<file path="src/rtl/cpu_pkg.sv">
/*
 * shared types and constants of the 6502 subset model
 * opcode and timing state enums, bus direction levels, fixed addresses
 */
`default_nettype none

package cpu_pkg;

    // supported opcodes, any other byte runs as NOP
    typedef enum logic [7:0]
    {
        OP_BRK     = 8'h00,
        OP_STA_ABS = 8'h8D,
        OP_LDA_IMM = 8'hA9,
        OP_LDA_ABS = 8'hAD,
        OP_NOP     = 8'hEA
    } opcode_e;

    // timing counter states
    typedef enum logic [2:0]
    {
        T0, T1, T2, T3, T4, T5, T6, T7
    } tcu_e;

    localparam logic RW_READ  = 1'b1;
    localparam logic RW_WRITE = 1'b0;

    // page left on ADH by the stack cycles
    localparam logic [7:0] STACK_PAGE = 8'h01;

    // reset vector, low byte here and high byte one above
    localparam logic [15:0] VECTOR_LO = 16'hFFFC;

endpackage

`default_nettype wire

</file>
<file path="src/rtl/ctrl_if.sv">
/*
 * control lines from the decode ROM to the datapath
 * rom side drives, dp side samples; all lines are levels
 */
`timescale 1ns/1ps
`default_nettype none

interface ctrl_if;

    logic rw;

    // bus transfers
    logic dl_db;
    logic dl_adh;
    logic pcl_adl;
    logic pch_adh;
    logic pcl_pcl;
    logic pch_pch;
    logic adl_pcl;
    logic adh_pch;
    logic i_pc;
    logic ac_db;
    logic sb_ac;
    logic sb_db;
    logic s_adl;
    logic sb_s;
    logic add_adl;
    logic add_sb;
    logic adl_abl;
    logic adh_abh;
    logic zero_adl0;
    logic zero_adl1;
    logic zero_adh1_7;

    // adder inputs and sum
    logic db_add;
    logic adl_add;
    logic sb_add;
    logic zero_add;
    logic sums;

    modport rom
    (
        output rw, dl_db, dl_adh, pcl_adl, pch_adh, pcl_pcl, pch_pch, adl_pcl, adh_pch,
        output i_pc, ac_db, sb_ac, sb_db, s_adl, sb_s, add_adl, add_sb, adl_abl, adh_abh,
        output zero_adl0, zero_adl1, zero_adh1_7, db_add, adl_add, sb_add, zero_add, sums
    );

    // rw leaves the chip at the top level, the datapath never needs it
    modport dp
    (
        input dl_db, dl_adh, pcl_adl, pch_adh, pcl_pcl, pch_pch, adl_pcl, adh_pch,
        input i_pc, ac_db, sb_ac, sb_db, s_adl, sb_s, add_adl, add_sb, adl_abl, adh_abh,
        input zero_adl0, zero_adl1, zero_adh1_7, db_add, adl_add, sb_add, zero_add, sums
    );

endinterface

`default_nettype wire

</file>
<file path="src/rtl/decode_rom.sv">
/*
 * decode ROM, combinational (IR, TCU) to bus transfer controls
 * also picks the next TCU so each opcode sets its own length
 */
`timescale 1ns/1ps
`default_nettype none

module decode_rom
(
    input  wire cpu_pkg::opcode_e i_ir,
    input  wire cpu_pkg::tcu_e    i_tcu,
    output cpu_pkg::tcu_e         o_tcu_next,
    ctrl_if.rom                   o_ctrl
);

    always_comb
    begin
        // count up unless the opcode ends here
        o_tcu_next = cpu_pkg::tcu_e'(i_tcu + 3'd1);

        o_ctrl.rw          = cpu_pkg::RW_READ;
        o_ctrl.dl_db       = 1'b0;
        o_ctrl.dl_adh      = 1'b0;
        o_ctrl.pcl_adl     = 1'b0;
        o_ctrl.pch_adh     = 1'b0;
        o_ctrl.pcl_pcl     = 1'b0;
        o_ctrl.pch_pch     = 1'b0;
        o_ctrl.adl_pcl     = 1'b0;
        o_ctrl.adh_pch     = 1'b0;
        o_ctrl.i_pc        = 1'b0;
        o_ctrl.ac_db       = 1'b0;
        o_ctrl.sb_ac       = 1'b0;
        o_ctrl.sb_db       = 1'b0;
        o_ctrl.s_adl       = 1'b0;
        o_ctrl.sb_s        = 1'b0;
        o_ctrl.add_adl     = 1'b0;
        o_ctrl.add_sb      = 1'b0;
        o_ctrl.adl_abl     = 1'b0;
        o_ctrl.adh_abh     = 1'b0;
        o_ctrl.zero_adl0   = 1'b0;
        o_ctrl.zero_adl1   = 1'b0;
        o_ctrl.zero_adh1_7 = 1'b0;
        o_ctrl.db_add      = 1'b0;
        o_ctrl.adl_add     = 1'b0;
        o_ctrl.sb_add      = 1'b0;
        o_ctrl.zero_add    = 1'b0;
        o_ctrl.sums        = 1'b0;

        case (i_tcu)
            cpu_pkg::T0:
            begin
                // PC already points past the opcode, put it out and step on
                o_ctrl.pcl_adl = 1'b1;
                o_ctrl.pch_adh = 1'b1;
                o_ctrl.adl_abl = 1'b1;
                o_ctrl.adh_abh = 1'b1;
                o_ctrl.pcl_pcl = 1'b1;
                o_ctrl.pch_pch = 1'b1;
                o_ctrl.i_pc    = 1'b1;
            end
            cpu_pkg::T1:
            begin
                case (i_ir)
                    cpu_pkg::OP_BRK:
                    begin
                        // stack address 01:S, start S - 1 in the adder
                        o_ctrl.s_adl       = 1'b1;
                        o_ctrl.adl_abl     = 1'b1;
                        o_ctrl.zero_adh1_7 = 1'b1;
                        o_ctrl.adh_abh     = 1'b1;
                        o_ctrl.adl_add     = 1'b1;
                        o_ctrl.sb_add      = 1'b1;
                        o_ctrl.sums        = 1'b1;
                    end
                    cpu_pkg::OP_LDA_IMM:
                    begin
                        o_ctrl.pcl_adl = 1'b1;
                        o_ctrl.pch_adh = 1'b1;
                        o_ctrl.adl_abl = 1'b1;
                        o_ctrl.adh_abh = 1'b1;
                        o_ctrl.pcl_pcl = 1'b1;
                        o_ctrl.pch_pch = 1'b1;
                        o_ctrl.i_pc    = 1'b1;
                        // operand straight into AC
                        o_ctrl.dl_db   = 1'b1;
                        o_ctrl.sb_db   = 1'b1;
                        o_ctrl.sb_ac   = 1'b1;
                        o_tcu_next     = cpu_pkg::T0;
                    end
                    cpu_pkg::OP_LDA_ABS, cpu_pkg::OP_STA_ABS:
                    begin
                        o_ctrl.pcl_adl  = 1'b1;
                        o_ctrl.pch_adh  = 1'b1;
                        o_ctrl.adl_abl  = 1'b1;
                        o_ctrl.adh_abh  = 1'b1;
                        o_ctrl.pcl_pcl  = 1'b1;
                        o_ctrl.pch_pch  = 1'b1;
                        o_ctrl.i_pc     = 1'b1;
                        // low address byte parks in ADD
                        o_ctrl.dl_db    = 1'b1;
                        o_ctrl.db_add   = 1'b1;
                        o_ctrl.zero_add = 1'b1;
                        o_ctrl.sums     = 1'b1;
                    end
                    default:
                    begin
                        // NOP and unknown bytes, address still holds the next opcode
                        o_tcu_next = cpu_pkg::T0;
                    end
                endcase
            end
            cpu_pkg::T2:
            begin
                case (i_ir)
                    cpu_pkg::OP_BRK:
                    begin
                        o_ctrl.add_adl     = 1'b1;
                        o_ctrl.adl_abl     = 1'b1;
                        o_ctrl.zero_adh1_7 = 1'b1;
                        o_ctrl.adh_abh     = 1'b1;
                        // SB floats high, so the sum is another decrement
                        o_ctrl.adl_add     = 1'b1;
                        o_ctrl.sb_add      = 1'b1;
                        o_ctrl.sums        = 1'b1;
                    end
                    cpu_pkg::OP_LDA_ABS, cpu_pkg::OP_STA_ABS:
                    begin
                        // effective address: ADD low, incoming byte high
                        o_ctrl.add_adl = 1'b1;
                        o_ctrl.adl_abl = 1'b1;
                        o_ctrl.dl_adh  = 1'b1;
                        o_ctrl.adh_abh = 1'b1;
                    end
                    default:
                    begin
                        o_tcu_next = cpu_pkg::T0;
                    end
                endcase
            end
            cpu_pkg::T3:
            begin
                case (i_ir)
                    cpu_pkg::OP_BRK:
                    begin
                        o_ctrl.add_adl     = 1'b1;
                        o_ctrl.adl_abl     = 1'b1;
                        o_ctrl.zero_adh1_7 = 1'b1;
                        o_ctrl.adh_abh     = 1'b1;
                        o_ctrl.add_sb      = 1'b1;
                        o_ctrl.sb_s        = 1'b1;
                    end
                    cpu_pkg::OP_LDA_ABS, cpu_pkg::OP_STA_ABS:
                    begin
                        o_ctrl.pcl_adl = 1'b1;
                        o_ctrl.pch_adh = 1'b1;
                        o_ctrl.adl_abl = 1'b1;
                        o_ctrl.adh_abh = 1'b1;
                        o_ctrl.pcl_pcl = 1'b1;
                        o_ctrl.pch_pch = 1'b1;
                        o_ctrl.i_pc    = 1'b1;
                        if (i_ir == cpu_pkg::OP_LDA_ABS)
                        begin
                            o_ctrl.dl_db = 1'b1;
                            o_ctrl.sb_db = 1'b1;
                            o_ctrl.sb_ac = 1'b1;
                        end
                        else
                        begin
                            o_ctrl.ac_db = 1'b1;
                            o_ctrl.rw    = cpu_pkg::RW_WRITE;
                        end
                        o_tcu_next = cpu_pkg::T0;
                    end
                    default:
                    begin
                        o_tcu_next = cpu_pkg::T0;
                    end
                endcase
            end
            cpu_pkg::T4:
            begin
                // vector low byte at FFFC, precharged FF with bits 0 and 1 pulled
                o_ctrl.adl_abl   = 1'b1;
                o_ctrl.zero_adl0 = 1'b1;
                o_ctrl.zero_adl1 = 1'b1;
                o_ctrl.adh_abh   = 1'b1;
            end
            cpu_pkg::T5:
            begin
                o_ctrl.adl_abl   = 1'b1;
                o_ctrl.zero_adl1 = 1'b1;
                o_ctrl.adh_abh   = 1'b1;
                // hold the vector low byte
                o_ctrl.dl_db     = 1'b1;
                o_ctrl.db_add    = 1'b1;
                o_ctrl.zero_add  = 1'b1;
                o_ctrl.sums      = 1'b1;
            end
            cpu_pkg::T6:
            begin
                // jump through the vector, PC keeps its one-ahead lead
                o_ctrl.add_adl = 1'b1;
                o_ctrl.dl_adh  = 1'b1;
                o_ctrl.adl_abl = 1'b1;
                o_ctrl.adh_abh = 1'b1;
                o_ctrl.adl_pcl = 1'b1;
                o_ctrl.adh_pch = 1'b1;
                o_ctrl.i_pc    = 1'b1;
                o_tcu_next     = cpu_pkg::T0;
            end
            default:
            begin
                o_tcu_next = cpu_pkg::T0;
            end
        endcase
    end

endmodule

`default_nettype wire

</file>
<file path="src/rtl/timing_gen.sv">
/*
 * timing generator, holds TCU and the instruction register
 * reset parks in BRK T1 so the vector sequence runs on release
 */
`timescale 1ns/1ps
`default_nettype none

module timing_gen
(
    input  wire                i_clk,
    input  wire                i_arst_n,
    input  wire [7:0]          i_data,
    input  wire cpu_pkg::tcu_e i_tcu_next,
    output cpu_pkg::tcu_e      o_tcu,
    output cpu_pkg::opcode_e   o_ir,
    output logic               o_sync
);

    always_ff @(posedge i_clk or negedge i_arst_n)
    begin
        if (!i_arst_n)
        begin
            o_tcu <= cpu_pkg::T1;
            o_ir  <= cpu_pkg::OP_BRK;
        end
        else
        begin
            o_tcu <= i_tcu_next;
            // opcode byte is on the data pins during T0
            if (o_tcu == cpu_pkg::T0)
            begin
                o_ir <= cpu_pkg::opcode_e'(i_data);
            end
        end
    end

    assign o_sync = (o_tcu == cpu_pkg::T0);

endmodule

`default_nettype wire

</file>
<file path="src/rtl/datapath.sv">
/*
 * datapath: precharged DB, SB, ADL and ADH buses
 * PC with incrementer, AC, S, adder with ADD hold register
 * registered address bus
 */
`timescale 1ns/1ps
`default_nettype none

module datapath
(
    input  wire         i_clk,
    input  wire         i_arst_n,
    input  wire  [7:0]  i_data,
    ctrl_if.dp          i_ctrl,
    output logic [15:0] o_addr,
    output logic [7:0]  o_data
);

    logic [7:0]  pcl;
    logic [7:0]  pch;
    logic [7:0]  ac;
    logic [7:0]  s;
    logic [7:0]  add;
    logic [7:0]  abl;
    logic [7:0]  abh;

    logic [7:0]  dl;
    logic [7:0]  db_src;
    logic [7:0]  sb_src;
    logic [7:0]  db_bus;
    logic [7:0]  sb_bus;
    logic [7:0]  adl_raw;
    logic [7:0]  adl_bus;
    logic [7:0]  adh_raw;
    logic [7:0]  adh_bus;

    logic [7:0]  add_a;
    logic [7:0]  add_b;
    logic [7:0]  sum;
    logic [7:0]  pcl_sel;
    logic [7:0]  pch_sel;
    logic [15:0] pc_inc;

    // data latch is transparent with a single clock
    assign dl = i_data;

    // each bus is the AND of its enabled sources, idle sources pull nothing
    assign db_src = (i_ctrl.dl_db ? dl : 8'hFF) & (i_ctrl.ac_db ? ac : 8'hFF);
    assign sb_src = i_ctrl.add_sb ? add : 8'hFF;

    // sb_db shorts DB and SB together
    assign db_bus = i_ctrl.sb_db ? (db_src & sb_src) : db_src;
    assign sb_bus = i_ctrl.sb_db ? (db_src & sb_src) : sb_src;

    assign adl_raw = (i_ctrl.pcl_adl ? pcl : 8'hFF)
                   & (i_ctrl.s_adl ? s : 8'hFF)
                   & (i_ctrl.add_adl ? add : 8'hFF);
    assign adl_bus = adl_raw & {6'h3F, ~i_ctrl.zero_adl1, ~i_ctrl.zero_adl0};

    assign adh_raw = (i_ctrl.pch_adh ? pch : 8'hFF) & (i_ctrl.dl_adh ? dl : 8'hFF);
    // bits 7..1 forced low leaves the stack page
    assign adh_bus = i_ctrl.zero_adh1_7 ? (adh_raw & cpu_pkg::STACK_PAGE) : adh_raw;

    // adder, sum only
    assign add_a = (i_ctrl.sb_add && !i_ctrl.zero_add) ? sb_bus : 8'h00;
    assign add_b = i_ctrl.db_add ? db_bus : (i_ctrl.adl_add ? adl_bus : 8'h00);
    assign sum   = add_a + add_b;

    // PC source select then increment, carry runs into PCH
    assign pcl_sel = i_ctrl.adl_pcl ? adl_bus : pcl;
    assign pch_sel = i_ctrl.adh_pch ? adh_bus : pch;
    assign pc_inc  = {pch_sel, pcl_sel} + {15'd0, i_ctrl.i_pc};

    always_ff @(posedge i_clk or negedge i_arst_n)
    begin
        if (!i_arst_n)
        begin
            pcl <= 8'h00;
            pch <= 8'h00;
        end
        else
        begin
            if (i_ctrl.pcl_pcl || i_ctrl.adl_pcl)
            begin
                pcl <= pc_inc[7:0];
            end
            if (i_ctrl.pch_pch || i_ctrl.adh_pch)
            begin
                pch <= pc_inc[15:8];
            end
        end
    end

    always_ff @(posedge i_clk or negedge i_arst_n)
    begin
        if (!i_arst_n)
        begin
            ac  <= 8'h00;
            s   <= 8'h00;
            add <= 8'h00;
        end
        else
        begin
            if (i_ctrl.sb_ac)
            begin
                ac <= sb_bus;
            end
            if (i_ctrl.sb_s)
            begin
                s <= sb_bus;
            end
            // ADD holds unless a new sum is strobed
            if (i_ctrl.sums)
            begin
                add <= sum;
            end
        end
    end

    // address register, loaded halves keep their value otherwise
    always_ff @(posedge i_clk or negedge i_arst_n)
    begin
        if (!i_arst_n)
        begin
            abl <= 8'h00;
            abh <= 8'h00;
        end
        else
        begin
            if (i_ctrl.adl_abl)
            begin
                abl <= adl_bus;
            end
            if (i_ctrl.adh_abh)
            begin
                abh <= adh_bus;
            end
        end
    end

    assign o_addr = {abh, abl};
    assign o_data = db_bus;

endmodule

`default_nettype wire

</file>
<file path="src/rtl/cpu_top.sv">
/*
 * CPU top level
 * timing generator, decode ROM and datapath joined by one control bundle
 */
`timescale 1ns/1ps
`default_nettype none

module cpu_top
(
    input  wire         i_clk,
    input  wire         i_arst_n,
    input  wire  [7:0]  i_data,
    output logic [15:0] o_addr,
    output logic [7:0]  o_data,
    output logic        o_rw,
    output logic        o_sync
);

    cpu_pkg::tcu_e    tcu;
    cpu_pkg::tcu_e    tcu_next;
    cpu_pkg::opcode_e ir;

    ctrl_if ctrl_bus ();

    timing_gen timing_gen_i
    (
        .i_clk      (i_clk),
        .i_arst_n   (i_arst_n),
        .i_data     (i_data),
        .i_tcu_next (tcu_next),
        .o_tcu      (tcu),
        .o_ir       (ir),
        .o_sync     (o_sync)
    );

    decode_rom decode_rom_i
    (
        .i_ir       (ir),
        .i_tcu      (tcu),
        .o_tcu_next (tcu_next),
        .o_ctrl     (ctrl_bus.rom)
    );

    datapath datapath_i
    (
        .i_clk    (i_clk),
        .i_arst_n (i_arst_n),
        .i_data   (i_data),
        .i_ctrl   (ctrl_bus.dp),
        .o_addr   (o_addr),
        .o_data   (o_data)
    );

    assign o_rw = ctrl_bus.rw;

endmodule

`default_nettype wire

</file>
<file path="config.mk">
export PLATFORM = sky130hd
export DESIGN_NAME = cpu_top
export DESIGN_NICKNAME = d
export VERILOG_FILES = /design/src/rtl/cpu_pkg.sv /design/src/rtl/ctrl_if.sv /design/src/rtl/decode_rom.sv /design/src/rtl/timing_gen.sv /design/src/rtl/datapath.sv /design/src/rtl/cpu_top.sv
export SDC_FILE = /design/constraint.sdc
export NUM_CORES = 1
export LEC_CHECK = 0
export ABC_AREA = 1
export BUFFER_PORTS_ARGS = -buffer_cell sky130_fd_sc_hd__buf_4
export CORE_ASPECT_RATIO = 0.8
export CORE_MARGIN = 2
export CORE_UTILIZATION = 62
export CTS_CLUSTER_SIZE = 14
export DETAILED_ROUTE_END_ITERATION = 8
export GPL_TIMING_DRIVEN = 0
export PLACE_DENSITY = 0.88
export SYNTH_ARGS = -nofsm -noshare
export SYNTH_HDL_FRONTEND = slang
export SYNTH_HIERARCHICAL = 1
export SYNTH_SLANG_ARGS = --single-unit
</file>
<file path="constraint.sdc">
create_clock -name i_clk -period 6.2 [get_ports i_clk]
set_clock_uncertainty 0.2 [all_clocks]
set_input_delay 0.93 -clock i_clk [delete_from_list [all_inputs] [get_ports i_clk]]
set_output_delay 0.93 -clock i_clk [all_outputs]
set_load 0.03 [all_outputs]
</file>
==> results.sh <==
export IMPL_status="complete, no violations"
export IMPL_endpoint_kind="flip-flop"
export IMPL_antennaDiodeCount=0
export IMPL_critPathLaunch="timing_gen_i/o_tcu[0]$_DFF_PN1_"
export IMPL_std_cell_rows=28
export IMPL_synth_edf_count=0
export IMPL_reg2reg_depth=24
export IMPL_netlist_top_cells_count="235 x nand2_1, 88 x inv_1, 66 x dfrtp_1, 61 x o21ai_0, 52 x nand3_1"
export IMPL_critPathMostFrequentCell="nand2_1"
export IMPL_r2r_setup_slack_ns=1.88
export IMPL_report_final_slew_viol_count=0
export IMPL_synth_top_area_share=0.343
export IMPL_finalHoldViolations=0
export IMPL_crit_slowest_cell="dfstp_2"
export IMPL_area_growth_pct=12.4
export IMPL_syn_nets=727
export IMPL_hpwlAfterDp_um=9640
export IMPL_leakage_nw=2.91
export IMPL_gp_congestion=0.933
export IMPL_max_stage_delay_ns=0.64
export IMPL_fin_crit_sh=0.697
export IMPL_cts_sinks=67
export IMPL_setup_viol=0
export IMPL_cts_tree="done"
export IMPL_worst_ep_arrival_time_ns=4.34
export IMPL_chipWidth_um=103
export IMPL_tns_ns=0
export IMPL_cts_setup_buffers=0
export IMPL_maxCapViolCount=0
export IMPL_drt_pre_antenna_iters=6
export IMPL_cts_resized=0
export IMPL_wirelength_um=12800
export IMPL_p_total_mw=2.18
export IMPL_wl_per_cell_um=14.9
export IMPL_gr_total_overflow=0
export IMPL_io_pins=36
export IMPL_crit_end="datapath_i/add[6]$_DFFE_PN0P_"
export IMPL_peakVddDrop_mv=0.308
export IMPL_slew_headroom=0.420
export IMPL_reg2reg_to="datapath_i/add[6]$_DFFE_PN0P_"
export IMPL_die_y_um=82.8
export IMPL_core_mm2=0.00746
export IMPL_powerDensity_mw_per_mm2=403
export IMPL_yosysSeqAreaShare=0.349
export IMPL_cp_top_family="buffers and inverters"
export IMPL_clockRootBuffer="clkbuf_8"
export IMPL_syn_cell_area_mm2=0.00481
export IMPL_cp_num_buf_inv=7
export IMPL_cts_buffers=9
export IMPL_timing_fmax_ghz=0.231
export IMPL_crit_chain="ha_1, inv_1, nor2_2, nand3_1, nand2_1, inv_1, nor3_2, buf_4, clkbuf_1, clkbuf_1, nand2_1, o21ai_0, nor2_1, ha_1, inv_1, fa_1, inv_1, nand3_1, nand2_1, nand2_1, nand2_1, a21oi_1, xor2_1, o21ai_0"
export IMPL_crit_cells=24
export IMPL_fin_ws_ns=1.88
export IMPL_dp_slack_ns=2.02
export IMPL_tightest_slew_ns=0.869
export IMPL_ys_types=38
export IMPL_io_buffers=35
export IMPL_yosysWarnings=6
export IMPL_die_area_mm2=0.00849
export IMPL_start_util=0.645
export IMPL_grt_pass1_vias=4544
export IMPL_insertion_delay_ns=0.35
export IMPL_avgSynthCellArea_um2=6.86
export IMPL_min_path_type="reg -> reg"
export IMPL_final_nets=773
export IMPL_worstReg2RegStart="timing_gen_i/o_tcu[0]$_DFF_PN1_"
export IMPL_required_ns=6.22
export IMPL_postRouteAntennaNets=0
export IMPL_grt_usage=0.319
export IMPL_critPathLaunchType="flip-flop"
export IMPL_ys_flop_type="dfrtp_1"
export IMPL_dp_cells=842
export IMPL_grt_max_degree=68
export IMPL_synth_area_leaders="dfrtp_1 34%, nand2_1 18%, inv_1 6.9%, o21ai_0 6.3%, nand3_1 5.4%"
export IMPL_cts_hold_buf=0
export IMPL_viasPerCell=5.62
export IMPL_synth_top_area_cell="dfrtp_1"
export IMPL_fin_crit_ns=4.32
export IMPL_initialDrtViolationCount=395
export IMPL_drc=0
export IMPL_ctsLongestPathBuffers=2
export IMPL_grt_pass1_wl_um=21400
export IMPL_path_max_fanout=10
export IMPL_grt_antenna_before_repair=0
export IMPL_cts_max_level=3
export IMPL_drive_gt1_frac=0.169
export IMPL_fin_cells=857
export IMPL_path_clk_slew_ns=0.08
export IMPL_num_fill_cells=648
export IMPL_rsz0062_at_grt="false"
export IMPL_async_flop_share=1.00
export IMPL_yosysMostFrequentCell="nand2_1"
export IMPL_num_vias=4813
export IMPL_postSynthCellCount=702
export IMPL_critPathKind="reg -> reg"
export IMPL_synth_seq_cells=67
worst min-delay path by stage:
stage,from,cells past startpoint,slack [ns],to
6_report,datapath_i/ac[2]$_DFFE_PN0P_,2,0.29,datapath_i/ac[2]$_DFFE_PN0P_
5_1_grt,datapath_i/ac[7]$_DFFE_PN0P_,2,0.31,datapath_i/ac[7]$_DFFE_PN0P_
4_1_cts,datapath_i/pch[6]$_DFFE_PN0P_,2,0.29,datapath_i/pch[6]$_DFFE_PN0P_
3_5_place_dp,datapath_i/pch[7]$_DFFE_PN0P_,2,0.27,datapath_i/pch[7]$_DFFE_PN0P_
3_3_place_gp,datapath_i/pch[7]$_DFFE_PN0P_,2,0.26,datapath_i/pch[7]$_DFFE_PN0P_
2_1_floorplan,datapath_i/add[7]$_DFFE_PN0P_,2,0.25,datapath_i/add[7]$_DFFE_PN0P_
worst min-delay path: stages, from the launching register on:
cell,delay (ns)
dfrtp_1,0.34
nand2_1,0.06
o21ai_0,0.06
cells by family after synthesis:
family,after synthesis,share of synthesized area
buf+inv,126,0.117
compound gates,107,0.120
fa+ha+maj,15,0.0406
xor+xnor,3,0.00546
simple gates,384,0.368
flops,67,0.349
report_power, final:
| part | internal, mW | switching (mW) |
|---|---|---|
| logic | 0.360 | 0.710 |
| clock network | 0.205 | 0.175 |
| registers | 0.614 | 0.117 |
layer usage:
| layer | vias to the layer above | share of wire | GRT usage |
|---|---|---|---|
| met4 | 0 | 0.023 | 0.0933 |
| met5 | - | 0 | 0 |
| met1 | 2232 | 0.44 | 0.449 |
| met2 | 226 | 0.46 | 0.502 |
| li1 | 2320 | - | - |
| met3 | 35 | 0.081 | 0.0556 |
cell usage in the layout (no fill, tap or decap), drive strengths merged, types with 2 or more instances in the layout:
master	count
clkbuf	17
nand2	252
nor2	56
xor2	3
nand4	12
dfrtp	66
o22ai	14
clkinv	2
inv	96
a31oi	7
buf	58
ha	14
nor3	3
clkinvlp	2
o21ai	67
nand3	59
a21oi	17
area by class of cell:
| cell class | instances | area, um^2 | area share |
|---|---|---|---|
| Sequential cell | 67 | 1680 | 0.310 |
| Timing Repair Buffer | 35 | 263 | 0.0486 |
| Multi-Input combinational cell | 509 | 2570 | 0.475 |
| Inverter | 97 | 364 | 0.0673 |
| Clock inverter | 4 | 50.0 | 0.00925 |
| Buffer | 29 | 200 | 0.0370 |
| Clock buffer | 11 | 151 | 0.0280 |
| Tap cell | 105 | 131 | 0.0243 |
per-stage QoR:
stage                     hold slack, ns  utilization  area (um^2)
final                              0.290        0.725         5410
after detailed placement           0.266        0.698         5210
after global routing               0.309        0.725         5410
after global placement             0.264        0.698         5210
after CTS                          0.290        0.725         5410
after floorplan                    0.249            -         4810
sequential cells by signal (all words and copies together) (netlist names):
| signal | flops |
|---|---|
| datapath_i/abh | 8 |
| datapath_i/abl | 8 |
| datapath_i/ac | 8 |
| datapath_i/add | 8 |
| datapath_i/pch | 8 |
| datapath_i/pcl | 8 |
| datapath_i/s | 8 |
| timing_gen_i/o_ir | 8 |
| timing_gen_i/o_tcu | 3 |
Note: power is estimated with default switching activity, not from simulation.
